### src/design/scope_cfg_pkg.sv
// address map, field widths, reset defaults and bus, control and settings types
package scope_cfg_pkg;

  localparam int N_CH   = 2;
  localparam int ADC_DW = 14;  // wrapped sample width
  localparam int DEC_W  = 17;
  localparam int ADDR_W = 20;

  // register map
  localparam logic [ADDR_W-1:0] ADR_CTRL        = 'h000;
  localparam logic [ADDR_W-1:0] ADR_TRG_SRC     = 'h004;
  localparam logic [ADDR_W-1:0] ADR_TRESH0      = 'h008;
  localparam logic [ADDR_W-1:0] ADR_TRESH1      = 'h00C;
  localparam logic [ADDR_W-1:0] ADR_DLY0        = 'h010;
  localparam logic [ADDR_W-1:0] ADR_DEC0        = 'h014;
  localparam logic [ADDR_W-1:0] ADR_WP_CUR0     = 'h018;
  localparam logic [ADDR_W-1:0] ADR_WP_TRIG0    = 'h01C;
  localparam logic [ADDR_W-1:0] ADR_HYST0       = 'h020;
  localparam logic [ADDR_W-1:0] ADR_HYST1       = 'h024;
  localparam logic [ADDR_W-1:0] ADR_WE_CNT0     = 'h02C;
  localparam logic [ADDR_W-1:0] ADR_TRIG_UNLOCK = 'h094;
  localparam logic [ADDR_W-1:0] ADR_DLY1        = 'h110;
  localparam logic [ADDR_W-1:0] ADR_DEC1        = 'h114;
  localparam logic [ADDR_W-1:0] ADR_WP_CUR1     = 'h118;
  localparam logic [ADDR_W-1:0] ADR_WP_TRIG1    = 'h11C;
  localparam logic [ADDR_W-1:0] ADR_WE_CNT1     = 'h12C;

  // capture buffer windows, matched on the top nibble
  localparam logic [ADDR_W-1:0] BUF_BASE0       = 'h10000;
  localparam logic [ADDR_W-1:0] BUF_BASE1       = 'h20000;

  localparam logic [ADC_DW-1:0] DEF_TRESH0 = ADC_DW'(5000);
  localparam logic [ADC_DW-1:0] DEF_TRESH1 = ADC_DW'(-5000);
  localparam logic [31:0]       DEF_DLY    = 32'd0;
  localparam logic [DEC_W-1:0]  DEF_DEC    = DEC_W'(1);
  localparam logic [ADC_DW-1:0] DEF_HYST   = ADC_DW'(20);

  // one control byte lane, low nibble doubles as trigger source
  typedef struct packed {
    logic [1:0] rsvd_hi;
    logic       indep;    // independent acquisition
    logic       rsvd_4;
    logic       keep;     // stay armed after trigger
    logic       rsvd_2;
    logic       rst;
    logic       arm;
  } ctrl_byte_t;

  typedef union packed {
    logic [31:0]          word;
    ctrl_byte_t [3:0]     lane;  // one lane per channel
  } sys_word_u;

  typedef struct packed {
    logic [ADDR_W-1:0] addr;
    sys_word_u         wdata;
    logic              wen;
    logic              ren;
  } sys_bus_t;

  // write strobes, wen already folded in
  typedef struct packed {
    logic            ctrl;
    logic            trg_src;
    logic            unlock;
    logic [N_CH-1:0] tresh;
    logic [N_CH-1:0] dly;
    logic [N_CH-1:0] dec;
    logic [N_CH-1:0] hyst;
  } wr_sel_t;

  typedef enum logic [4:0] {
    RD_ZERO, RD_ADC_STATE, RD_TRG_STATE,
    RD_TRESH0, RD_TRESH1, RD_DLY0, RD_DLY1, RD_DEC0, RD_DEC1, RD_HYST0, RD_HYST1,
    RD_WP_CUR0, RD_WP_CUR1, RD_WP_TRIG0, RD_WP_TRIG1, RD_WE_CNT0, RD_WE_CNT1,
    RD_BUF0, RD_BUF1
  } rd_src_e;

  typedef struct packed {
    logic       arm_do;
    logic       rst_do;
    logic       trig_sw;
    logic       we_keep;
    logic       trig_dis_clr;
    logic       new_trg_src;
    logic [3:0] trg_src;
  } acq_ctrl_t;

  typedef struct packed {
    logic [ADC_DW-1:0] tresh;
    logic [31:0]       dly;
    logic [DEC_W-1:0]  dec;
    logic              dec1;  // decimation equals one
    logic [ADC_DW-1:0] hyst;
  } chan_set_t;

endpackage

### src/design/sys_bus_decode.sv
// address decoder turning bus requests into write strobes and a read source
`timescale 1ns/1ps

module sys_bus_decode import scope_cfg_pkg::*; (
  input  sys_bus_t sys_i,
  output wr_sel_t  wr_sel_o,
  output rd_src_e  rd_src_o
);

  localparam int NIB_LSB = ADDR_W - 4;

  logic [ADDR_W-1:0] addr;
  logic              wen;
  logic              buf0_hit;
  logic              buf1_hit;

  assign addr     = sys_i.addr;
  assign wen      = sys_i.wen;
  assign buf0_hit = addr[ADDR_W-1:NIB_LSB] == BUF_BASE0[ADDR_W-1:NIB_LSB];
  assign buf1_hit = addr[ADDR_W-1:NIB_LSB] == BUF_BASE1[ADDR_W-1:NIB_LSB];

  always_comb begin
    wr_sel_o.ctrl     = wen && (addr == ADR_CTRL);
    wr_sel_o.trg_src  = wen && (addr == ADR_TRG_SRC);
    wr_sel_o.unlock   = wen && (addr == ADR_TRIG_UNLOCK);
    wr_sel_o.tresh[0] = wen && (addr == ADR_TRESH0);
    wr_sel_o.tresh[1] = wen && (addr == ADR_TRESH1);
    wr_sel_o.dly[0]   = wen && (addr == ADR_DLY0);
    wr_sel_o.dly[1]   = wen && (addr == ADR_DLY1);
    wr_sel_o.dec[0]   = wen && (addr == ADR_DEC0);
    wr_sel_o.dec[1]   = wen && (addr == ADR_DEC1);
    wr_sel_o.hyst[0]  = wen && (addr == ADR_HYST0);
    wr_sel_o.hyst[1]  = wen && (addr == ADR_HYST1);
  end

  always_comb begin
    rd_src_o = RD_ZERO;
    case (addr)
      ADR_CTRL:     rd_src_o = RD_ADC_STATE;  // status words share the control slots
      ADR_TRG_SRC:  rd_src_o = RD_TRG_STATE;
      ADR_TRESH0:   rd_src_o = RD_TRESH0;
      ADR_TRESH1:   rd_src_o = RD_TRESH1;
      ADR_DLY0:     rd_src_o = RD_DLY0;
      ADR_DLY1:     rd_src_o = RD_DLY1;
      ADR_DEC0:     rd_src_o = RD_DEC0;
      ADR_DEC1:     rd_src_o = RD_DEC1;
      ADR_HYST0:    rd_src_o = RD_HYST0;
      ADR_HYST1:    rd_src_o = RD_HYST1;
      ADR_WP_CUR0:  rd_src_o = RD_WP_CUR0;
      ADR_WP_CUR1:  rd_src_o = RD_WP_CUR1;
      ADR_WP_TRIG0: rd_src_o = RD_WP_TRIG0;
      ADR_WP_TRIG1: rd_src_o = RD_WP_TRIG1;
      ADR_WE_CNT0:  rd_src_o = RD_WE_CNT0;
      ADR_WE_CNT1:  rd_src_o = RD_WE_CNT1;
      default: begin
        if (buf0_hit) begin
          rd_src_o = RD_BUF0;
        end else if (buf1_hit) begin
          rd_src_o = RD_BUF1;
        end
      end
    endcase
  end

endmodule

### src/design/acq_ctrl_regs.sv
// per-channel acquisition control and trigger source registers with their pulses
`timescale 1ns/1ps

module acq_ctrl_regs import scope_cfg_pkg::*; (
  input  logic                  adc_clk_i,
  input  logic                  adc_rstn_i,
  input  wr_sel_t               wr_sel_i,
  input  sys_word_u             wdata_i,
  output acq_ctrl_t [N_CH-1:0]  ctrl_raw_o,
  output logic      [N_CH-1:0]  indep_mode_o
);

  for (genvar ch = 0; ch < N_CH; ch++) begin : g_ch
    ctrl_byte_t lane;
    logic [3:0] src_nib;
    logic       lane_set;
    acq_ctrl_t  ctrl_q;
    logic       indep_q;

    assign lane     = wdata_i.lane[ch];  // own byte lane per channel
    assign src_nib  = lane[3:0];
    assign lane_set = lane != '0;

    always_ff @(posedge adc_clk_i) begin
      if (!adc_rstn_i) begin
        ctrl_q  <= '0;
        indep_q <= 1'b0;
      end else begin
        // single cycle strobes
        ctrl_q.arm_do       <= wr_sel_i.ctrl && lane.arm;
        ctrl_q.rst_do       <= wr_sel_i.ctrl && lane.rst;
        ctrl_q.trig_sw      <= wr_sel_i.trg_src && (src_nib == 4'h1);  // sw trigger
        ctrl_q.new_trg_src  <= wr_sel_i.trg_src && lane_set;
        ctrl_q.trig_dis_clr <= wr_sel_i.unlock && wdata_i.word[0];

        if (wr_sel_i.ctrl && lane_set) begin
          ctrl_q.we_keep <= lane.keep;
          indep_q        <= lane.indep;
        end
        if (wr_sel_i.trg_src && lane_set) begin
          ctrl_q.trg_src <= src_nib;  // zero lane leaves source alone
        end
      end
    end

    assign ctrl_raw_o[ch]   = ctrl_q;
    assign indep_mode_o[ch] = indep_q;
  end

endmodule

### src/design/chan_settings_regs.sv
// per-channel threshold, delay, decimation and hysteresis setting registers
`timescale 1ns/1ps

module chan_settings_regs import scope_cfg_pkg::*; (
  input  logic                  adc_clk_i,
  input  logic                  adc_rstn_i,
  input  wr_sel_t               wr_sel_i,
  input  sys_word_u             wdata_i,
  output chan_set_t [N_CH-1:0]  set_raw_o
);

  logic [31:0] wword;

  assign wword = wdata_i.word;

  for (genvar ch = 0; ch < N_CH; ch++) begin : g_ch
    localparam logic [ADC_DW-1:0] TRESH_RST = (ch == 0) ? DEF_TRESH0 : DEF_TRESH1;

    chan_set_t set_q;

    always_ff @(posedge adc_clk_i) begin
      if (!adc_rstn_i) begin
        set_q.tresh <= TRESH_RST;
        set_q.dly   <= DEF_DLY;
        set_q.dec   <= DEF_DEC;
        set_q.dec1  <= DEF_DEC == DEC_W'(1);
        set_q.hyst  <= DEF_HYST;
      end else begin
        if (wr_sel_i.tresh[ch]) begin
          set_q.tresh <= wword[ADC_DW-1:0];
        end
        if (wr_sel_i.dly[ch]) begin
          set_q.dly <= wword;
        end
        // flag tracks the new value, no extra cycle
        if (wr_sel_i.dec[ch]) begin
          set_q.dec  <= wword[DEC_W-1:0];
          set_q.dec1 <= wword[DEC_W-1:0] == DEC_W'(1);
        end
        if (wr_sel_i.hyst[ch]) begin
          set_q.hyst <= wword[ADC_DW-1:0];
        end
      end
    end

    assign set_raw_o[ch] = set_q;
  end

endmodule

### src/design/chan_link_mux.sv
// linked mode mux, later channels copy channel 0 unless set independent
`timescale 1ns/1ps

module chan_link_mux import scope_cfg_pkg::*; (
  input  acq_ctrl_t [N_CH-1:0]  ctrl_raw_i,
  input  chan_set_t [N_CH-1:0]  set_raw_i,
  input  logic      [N_CH-1:0]  indep_mode_i,
  output acq_ctrl_t [N_CH-1:0]  acq_ctrl_o,
  output chan_set_t [N_CH-1:0]  chan_set_o
);

  always_comb begin
    acq_ctrl_o = ctrl_raw_i;
    chan_set_o = set_raw_i;
    for (int ch = 1; ch < N_CH; ch++) begin
      if (!indep_mode_i[ch]) begin
        acq_ctrl_o[ch]      = ctrl_raw_i[0];  // pulses, source and keep
        chan_set_o[ch].dly  = set_raw_i[0].dly;
        chan_set_o[ch].dec  = set_raw_i[0].dec;
        chan_set_o[ch].dec1 = set_raw_i[0].dec1;
        // tresh and hyst stay per channel
      end
    end
  end

endmodule

### src/design/read_return.sv
// read data selector with registered data and acknowledge
`timescale 1ns/1ps

module read_return import scope_cfg_pkg::*; #(
  parameter int RSZ = 14  // buffer pointer width
) (
  input  logic                    adc_clk_i,
  input  logic                    adc_rstn_i,
  input  rd_src_e                 rd_src_i,
  input  logic                    sys_en_i,
  input  chan_set_t [N_CH-1:0]    set_raw_i,
  input  logic [31:0]             adc_state_i,
  input  logic [31:0]             trg_state_i,
  input  logic [N_CH*RSZ-1:0]     adc_wp_cur_i,
  input  logic [N_CH*RSZ-1:0]     adc_wp_trig_i,
  input  logic [N_CH*32-1:0]      adc_we_cnt_i,
  input  logic [N_CH*ADC_DW-1:0]  bram_rd_dat_i,
  input  logic [N_CH-1:0]         bram_ack_i,
  output logic [31:0]             sys_rdata_o,
  output logic                    sys_ack_o
);

  logic [31:0] rdata_nxt;
  logic        ack_nxt;

  always_comb begin
    rdata_nxt = '0;
    ack_nxt   = sys_en_i;  // registers answer at once
    case (rd_src_i)
      RD_ADC_STATE: rdata_nxt = adc_state_i;
      RD_TRG_STATE: rdata_nxt = trg_state_i;
      RD_TRESH0:    rdata_nxt = 32'(set_raw_i[0].tresh);
      RD_TRESH1:    rdata_nxt = 32'(set_raw_i[1].tresh);
      RD_DLY0:      rdata_nxt = set_raw_i[0].dly;
      RD_DLY1:      rdata_nxt = set_raw_i[1].dly;
      RD_DEC0:      rdata_nxt = 32'(set_raw_i[0].dec);
      RD_DEC1:      rdata_nxt = 32'(set_raw_i[1].dec);
      RD_HYST0:     rdata_nxt = 32'(set_raw_i[0].hyst);
      RD_HYST1:     rdata_nxt = 32'(set_raw_i[1].hyst);
      RD_WP_CUR0:   rdata_nxt = 32'(adc_wp_cur_i[0 +: RSZ]);
      RD_WP_CUR1:   rdata_nxt = 32'(adc_wp_cur_i[RSZ +: RSZ]);
      RD_WP_TRIG0:  rdata_nxt = 32'(adc_wp_trig_i[0 +: RSZ]);
      RD_WP_TRIG1:  rdata_nxt = 32'(adc_wp_trig_i[RSZ +: RSZ]);
      RD_WE_CNT0:   rdata_nxt = adc_we_cnt_i[0 +: 32];
      RD_WE_CNT1:   rdata_nxt = adc_we_cnt_i[32 +: 32];
      // buffer reads wait for the memory, address held until ack
      RD_BUF0: begin
        rdata_nxt = 32'(bram_rd_dat_i[0 +: ADC_DW]);
        ack_nxt   = bram_ack_i[0];
      end
      RD_BUF1: begin
        rdata_nxt = 32'(bram_rd_dat_i[ADC_DW +: ADC_DW]);
        ack_nxt   = bram_ack_i[1];
      end
      default:      rdata_nxt = '0;
    endcase
  end

  always_ff @(posedge adc_clk_i) begin
    if (!adc_rstn_i) begin
      sys_ack_o <= 1'b0;
    end else begin
      sys_ack_o <= ack_nxt;
    end
  end

  always_ff @(posedge adc_clk_i) begin
    sys_rdata_o <= rdata_nxt;
  end

endmodule

### src/design/scope_cfg_top.sv
// register block top with decoder, control and settings peers, link mux and read return
`timescale 1ns/1ps

module scope_cfg_top import scope_cfg_pkg::*; #(
  parameter int RSZ = 14
) (
  input  logic                    adc_clk_i,
  input  logic                    adc_rstn_i,
  input  sys_bus_t                sys_i,
  input  logic [31:0]             adc_state_i,
  input  logic [31:0]             trg_state_i,
  input  logic [N_CH*RSZ-1:0]     adc_wp_cur_i,
  input  logic [N_CH*RSZ-1:0]     adc_wp_trig_i,
  input  logic [N_CH*32-1:0]      adc_we_cnt_i,
  input  logic [N_CH*ADC_DW-1:0]  bram_rd_dat_i,
  input  logic [N_CH-1:0]         bram_ack_i,
  output logic [31:0]             sys_rdata_o,
  output logic                    sys_ack_o,
  output acq_ctrl_t [N_CH-1:0]    acq_ctrl_o,
  output chan_set_t [N_CH-1:0]    chan_set_o,
  output logic [N_CH-1:0]         indep_mode_o
);

  wr_sel_t              wr_sel;
  rd_src_e              rd_src;
  acq_ctrl_t [N_CH-1:0] ctrl_raw;
  chan_set_t [N_CH-1:0] set_raw;
  logic      [N_CH-1:0] indep_mode;
  logic                 sys_en;

  assign sys_en       = sys_i.wen | sys_i.ren;
  assign indep_mode_o = indep_mode;

  sys_bus_decode sys_bus_decode_inst (
    .sys_i    (sys_i),
    .wr_sel_o (wr_sel),
    .rd_src_o (rd_src)
  );

  acq_ctrl_regs acq_ctrl_regs_inst (
    .adc_clk_i    (adc_clk_i),
    .adc_rstn_i   (adc_rstn_i),
    .wr_sel_i     (wr_sel),
    .wdata_i      (sys_i.wdata),
    .ctrl_raw_o   (ctrl_raw),
    .indep_mode_o (indep_mode)
  );

  chan_settings_regs chan_settings_regs_inst (
    .adc_clk_i  (adc_clk_i),
    .adc_rstn_i (adc_rstn_i),
    .wr_sel_i   (wr_sel),
    .wdata_i    (sys_i.wdata),
    .set_raw_o  (set_raw)
  );

  chan_link_mux chan_link_mux_inst (
    .ctrl_raw_i   (ctrl_raw),
    .set_raw_i    (set_raw),
    .indep_mode_i (indep_mode),
    .acq_ctrl_o   (acq_ctrl_o),
    .chan_set_o   (chan_set_o)
  );

  read_return #(
    .RSZ (RSZ)
  ) read_return_inst (
    .adc_clk_i     (adc_clk_i),
    .adc_rstn_i    (adc_rstn_i),
    .rd_src_i      (rd_src),
    .sys_en_i      (sys_en),
    .set_raw_i     (set_raw),  // readback shows raw, not linked, values
    .adc_state_i   (adc_state_i),
    .trg_state_i   (trg_state_i),
    .adc_wp_cur_i  (adc_wp_cur_i),
    .adc_wp_trig_i (adc_wp_trig_i),
    .adc_we_cnt_i  (adc_we_cnt_i),
    .bram_rd_dat_i (bram_rd_dat_i),
    .bram_ack_i    (bram_ack_i),
    .sys_rdata_o   (sys_rdata_o),
    .sys_ack_o     (sys_ack_o)
  );

endmodule

### config.mk
export PLATFORM = sky130hd
export DESIGN_NAME = scope_cfg_top
export DESIGN_NICKNAME = d
export VERILOG_FILES = /design/src/design/scope_cfg_pkg.sv /design/src/design/sys_bus_decode.sv /design/src/design/acq_ctrl_regs.sv /design/src/design/chan_settings_regs.sv /design/src/design/chan_link_mux.sv /design/src/design/read_return.sv /design/src/design/scope_cfg_top.sv
export SDC_FILE = /design/constraint.sdc
export NUM_CORES = 1
export LEC_CHECK = 0
export ABC_AREA = 0
export BUFFER_PORTS_ARGS = -buffer_cell sky130_fd_sc_hd__buf_4
export CORE_AREA = 2 2 189 191
export CTS_BUF_LIST = sky130_fd_sc_hd__clkbuf_2
export CTS_CLUSTER_DIAMETER = 120
export DETAILED_ROUTE_END_ITERATION = 10
export DIE_AREA = 0 0 191 193
export SYNTH_ARGS = -nofsm -noshare
export SYNTH_HDL_FRONTEND = slang
export SYNTH_SLANG_ARGS = --single-unit
export TNS_END_PERCENT = 5
### constraint.sdc
create_clock -name adc_clk_i -period 2.05 [get_ports adc_clk_i]
set_input_delay 0.1025 -clock adc_clk_i [delete_from_list [all_inputs] [get_ports adc_clk_i]]
set_output_delay 0.1025 -clock adc_clk_i [all_outputs]
set_load 0.01 [all_outputs]
# == Yosys cells after proc, flatten, opt, wreduce, memory -nomap -nowiden ==
# Cells that the tools add are included.
# totals
regBits,210
latch_bits,0
mem_bits_rw,0
rom_bits,0
word_cells,99
memories,0
# op_classes
n_addsub,0
multipliers,0
div,0
magnitude_cmp,0
n_eq_ne,39
shift,0
n_mux,7
bitwise_logic,1
reduce_logical,25
# ops
operator,n
32-bit case mux with 18 select lines,1
"20-bit by 9-bit == test with 1-bit output, second input constant",5
"20-bit by 5-bit == test with 1-bit output, second input constant",4
5-bit case mux with 16 select lines,1
"20-bit by 6-bit == test with 1-bit output, second input constant",3
50-bit 2-to-1 mux,1
"20-bit by 4-bit == test with 1-bit output, second input constant",2
"5-bit by 4-bit == test with 1-bit output, second input constant",8
1-bit logical AND,22
"20-bit by 3-bit == test with 1-bit output, second input constant",1
"20-bit by 8-bit == test with 1-bit output, second input constant",1
"5-bit by 3-bit == test with 1-bit output, second input constant",4
20-bit zero test,1
"17-bit by 1-bit == test with 1-bit output, second input constant",1
8-bit nonzero test,2
"5-bit == test, second input constant",3
"4-bit by 1-bit == test with 1-bit output, second input constant",3
"5-bit by 2-bit == test with 1-bit output, second input constant",2
10-bit 2-to-1 mux,1
5-bit 2-to-1 mux,2
"5-bit by 1-bit == test with 1-bit output, second input constant",1
"4-bit by 2-bit == test with 1-bit output, second input constant",1
1-bit case mux with 2 select lines,1
1-bit OR,1

# == Depth between registers and ports, before layout ==
# logic_depth
word_depth,6
depth_mapped,9
depth_no_buf,6

# == By module ==
# A second synthesis with hierarchy kept.
# unflattened
hier_cells,1275
hier_area_um2,12360.6
# modules_own_cells
mod,n_inst,cells_per_inst,area_per_inst_um2,seq_area_each_um2
chan_settings_regs,1,526,5906.9,3123.0
read_return,1,408,3280.6,660.6
chan_link_mux,1,183,1903.1,0.0
acq_ctrl_regs,1,83,793.3,420.4
sys_bus_decode,1,74,470.5,0.0
scope_cfg_top,1,1,6.3,0.0

# == Least setup slack after synthesis ==
# Ideal clock, no wire load.
# synth_path
path_type,input port to flip-flop
start,input port sys_i[47] (netlist name)
end,register read_return_inst.sys_rdata_o[7]
setup_ns,0.062
arrival_time_ns,2.016
slack_ns,-0.028
cell_stages,8
n_path_buf,2
cell_sequence,or4_1 > buf_2 > or4_4 > nor2_4 > buf_6 > a222oi_1 > and3_1 > nand3_1
# synth_via
elab_chain_len,4
elab_cells_between_ends,36
cone_classes,33 x eq/ne; 2 x mux; 1 x reduce/logical
# synth_lines
item,line,source
"start, declared",scope_cfg_top.sv:9,"input sys_bus_t sys_i,"
"20-bit by 9-bit == test with 1-bit output, or another cell as far along",sys_bus_decode.sv:38,case (addr)
5-bit case mux with 16 select lines (*),sys_bus_decode.sv:38,
"5-bit == test, or another cell as far along",read_return.sv:29,case (rd_src_i)
32-bit case mux with 18 select lines (*),read_return.sv:29,
named net read_return_inst.rdata_nxt[7],read_return.sv:23,logic [31:0] rdata_nxt;
"end signal, assigned",read_return.sv:68,sys_rdata_o <= rdata_nxt;
"end, declared",read_return.sv:19,"output logic [31:0] sys_rdata_o,"
# The timed path passes the listed nets; every way through them passes the cells marked *.
# A chain may end at the register's enable or synchronous reset.

==> results.yml <==
route:
  antenna_left: 0
  dr_total_vias: 15298
  drt_drc_violations_left: 0
  wl_per_cell_um: 26.4
  routed_wl_mm: 71.7
  vias_per_cell: 5.63
  dr.pass1.iters: 7
  first_iter_violations: 2059
critical_path:
  critical_path_arrival_ns: 2.06
  path_class: "flop to primary output"
  crit_path_max_incr_delay_ns: 0.40
  path_cells: "buf_4 > buf_12 > mux2_2 > buf_4"
  cp.required_ns: 1.95
  critPathLaunchType: "flop"
  rrSetupSlack_ns: 0.03
  worstSetupEndpointType: "primary output"
  critPathLaunch: "acq_ctrl_regs_inst.g_ch[1].indep_q"
  cpMostUsedCell: "buf_4"
  slowest_stage: "dfxtp_4"
  worstPathMaxFanout: 10
  r2r-start: "chan_settings_regs_inst.set_raw_o[41]"
grt:
  grt_max_degree: 65
  grt_overflow: 0
  grtUsageTotal_pct: 36.2
  antenna_found_initial: 4
  grt_pass1_wl_mm: 97.6
  grt_pass1_vias: 14728
yosys:
  synthTopCellsByArea: "dfxtp_1 36%, nand2_1 11%, buf_4 8.1%"
  synthFlopType: "dfxtp_1"
  seq_area_frac_synth_pct: 36.5
  synth.top_cell.area_share_pct: 36.5
  synth_nets: 1717
  netlist_area_sq_mm: 0.0115
  ys_ff_latch: 210
  synthCells: 1447
  syn_area_per_cell_sq_um: 7.97
  synth_edf_count: 0
  ys_types: 68
  synth_largest_area_cell: "dfxtp_1"
  ys_async_sr_fraction_pct: 0
  yosys_warnings: 0
timing:
  finalSetupViolCount: 62
  max_slew.worst_pin.slew_ns: 0.680
  fmax_ghz: 0.463
  fin_ws_ns: -0.111
  post-route-period-util_pct: 105
  tns_ns: -4.48
  drv_slew: 0
  slew_headroom_pct: 54.4
  rsz0062_at_grt: "yes"
  clock_skew_ns: 0.0592
  fin_crit_ns: 2.16
  timing.final.hold_violations: 0
cells_and_area:
  nets: 2484
  register_area_sq_mm: 0.00421
  area_delta_synth_final_pct: 69.8
  fill_cells: 3164
  multiInputGateArea_sq_mm: 0.00606
  final_common_cell: "buf_4"
  final_cell_mix: "642 x buf_4, 335 x nand2_1, 245 x dlygate4sd3_1, 208 x dfxtp_1, 140 x a21oi_1"
  fin_util_pct: 56.0
  final-instance-count-excl-fill: 2715
  drive_gt1_share_pct: 38.7
clocking:
  cts_tree: "built"
  h-tree-depth: 2
  root_buffer: "clkbuf_2"
  insertion_delay_ns: 0.88
  cts_buffer_depth: 3
  clkSinkCount: 210
  cts_inserted_buffers: 54
  clkTransAtPathRegs_ns: 0.12
floorplan:
  dieArea_sq_mm: 0.0369
  core_area_sq_mm: 0.0350
  ios: 481
  initial_core_util_pct: 33.0
  dieHeight_um: 193
  fp.dieW_um: 191
  rows: 69
placed_design:
  io_buffers: 480
  dp_hpwl_mm: 51.8
  place_congestion: 1.03
  place_inst: 2362
power_and_ir_drop:
  irDropWorstVdd_mv: 0.308
  finalPower_mw: 8.49
  p_leak_nw: 8.48
  power_density_mw_per_mm2: 434
min_path:
  hold_start: "adc_wp_trig_i[9]"
  min_path_type: "input port to flop"
run_status:
  status: "complete, but fails checks"
  violations: "setup timing"
flow_run:
  drv_cap: 0
[kinds of logic (layout without fill, tap and decap cells)]
group / Yosys count / count (layout) / share of synthesized area [%]
AND/OR/NAND/NOR: 592 / 592 / 23.9
AO/OA/AOI/OAI: 294 / 294 / 17.1
buffers and inverters: 244 / 1049 / 12.5
flip-flops: 210 / 210 / 36.5
multiplexers: 107 / 107 / 10.1
other: 0 / 2 / 0
[sequential cells by signal, summed over array words and instances, names as in the netlist]
register and cells:
acq_ctrl_regs_inst.g_ch.indep_q 2, chan_settings_regs_inst.set_raw_o 156, read_return_inst.sys_rdata_o 32, acq_ctrl_regs_inst.ctrl_raw_o 19, read_return_inst.sys_ack_o 1
[metal layers]
metal	global-route usage (%)	wire (um)	vias up
met3	7.89	7590	248
met1	47.5	28600	7256
met4	17.4	3640	2
met2	56.5	31800	1163
met5	0	13	-
li1	-	-	6629
[stage by stage]
stage / area, sq um / hold WS, ns / worst slack [ns]
2_1_floorplan: 11500 / 0.225 / 0.00905
3_3_place_gp: 16100 / 0.310 / -0.295
3_5_place_dp: 16100 / 0.316 / -0.281
4_1_cts: 19100 / 0.000507 / -0.183
5_1_grt: 19600 / 0.00551 / -0.188
6_report: 19600 / 0.0273 / -0.111
[timing repair]
action	CTS	global route
hold buffers	246	0
setup endpoints to repair	59	71
pin swaps	0	1
gates resized for setup	1	89
hold endpoints to repair	210	0
setup buffers	0	4
gates cloned	0	7
[path summary, 6_finish.rpt]
check / to / cells past startpoint
setup reg to reg: read_return_inst.sys_rdata_o[9] / 6
hold / removal: read_return_inst.sys_rdata_o[9] / 4
hold reg to reg: chan_settings_regs_inst.set_raw_o[120] / 2
setup / recovery: chan_set_o[138] / 4
[final cells by class]
| cell class | instances | area share [%] |
|---|---|---|
| inverter | 7 | 0.147 |
| clock inverter | 22 | 0.601 |
| timing repair buffer | 948 | 42.0 |
| multi-input combinational | 993 | 31.0 |
| tap | 461 | 2.95 |
| clock buffer | 72 | 1.84 |
| antenna | 2 | 0.0256 |
| sequential | 210 | 21.5 |
[cell usage after synthesis (all sizes together), types with 2 or more instances]
| master | number |
|---|---|
| mux2i | 45 |
| nor2 | 64 |
| and4 | 7 |
| o2bb2ai | 3 |
| nor3 | 41 |
| a221oi | 8 |
| a22o | 6 |
| or4b | 3 |
| and3 | 9 |
| buf | 155 |
| a32oi | 10 |
| o21ai | 7 |
| mux2 | 61 |
| or4 | 9 |
| or2 | 2 |
| o22ai | 6 |
| a211oi | 5 |
| a31oi | 3 |
| nand2b | 2 |
| o32ai | 7 |
| and2 | 5 |
| nor4b | 4 |
| o211ai | 3 |
| a22oi | 50 |
| dfxtp | 210 |
| or3 | 8 |
| a222oi | 30 |
| nand3b | 4 |
| nor4 | 16 |
| nor2b | 4 |
| nand3 | 56 |
| a2111oi | 3 |
| a21oi | 140 |
| nand4 | 20 |
| nand2 | 335 |
| inv | 7 |
| clkbuf | 82 |
[report_power, final]
group          switching, mW  internal (mW)
logic                  0.640          0.770
clock network           1.89           1.09
registers            0.00584           4.09
total                   2.54           5.95
[worst max-delay path: cells and delay by family, from the launching register on]
kind     cells  cell delay, ns
buf+inv      3            0.43
flops        1            0.40
mux          1            0.36
(Power assumes the default switching activity.)
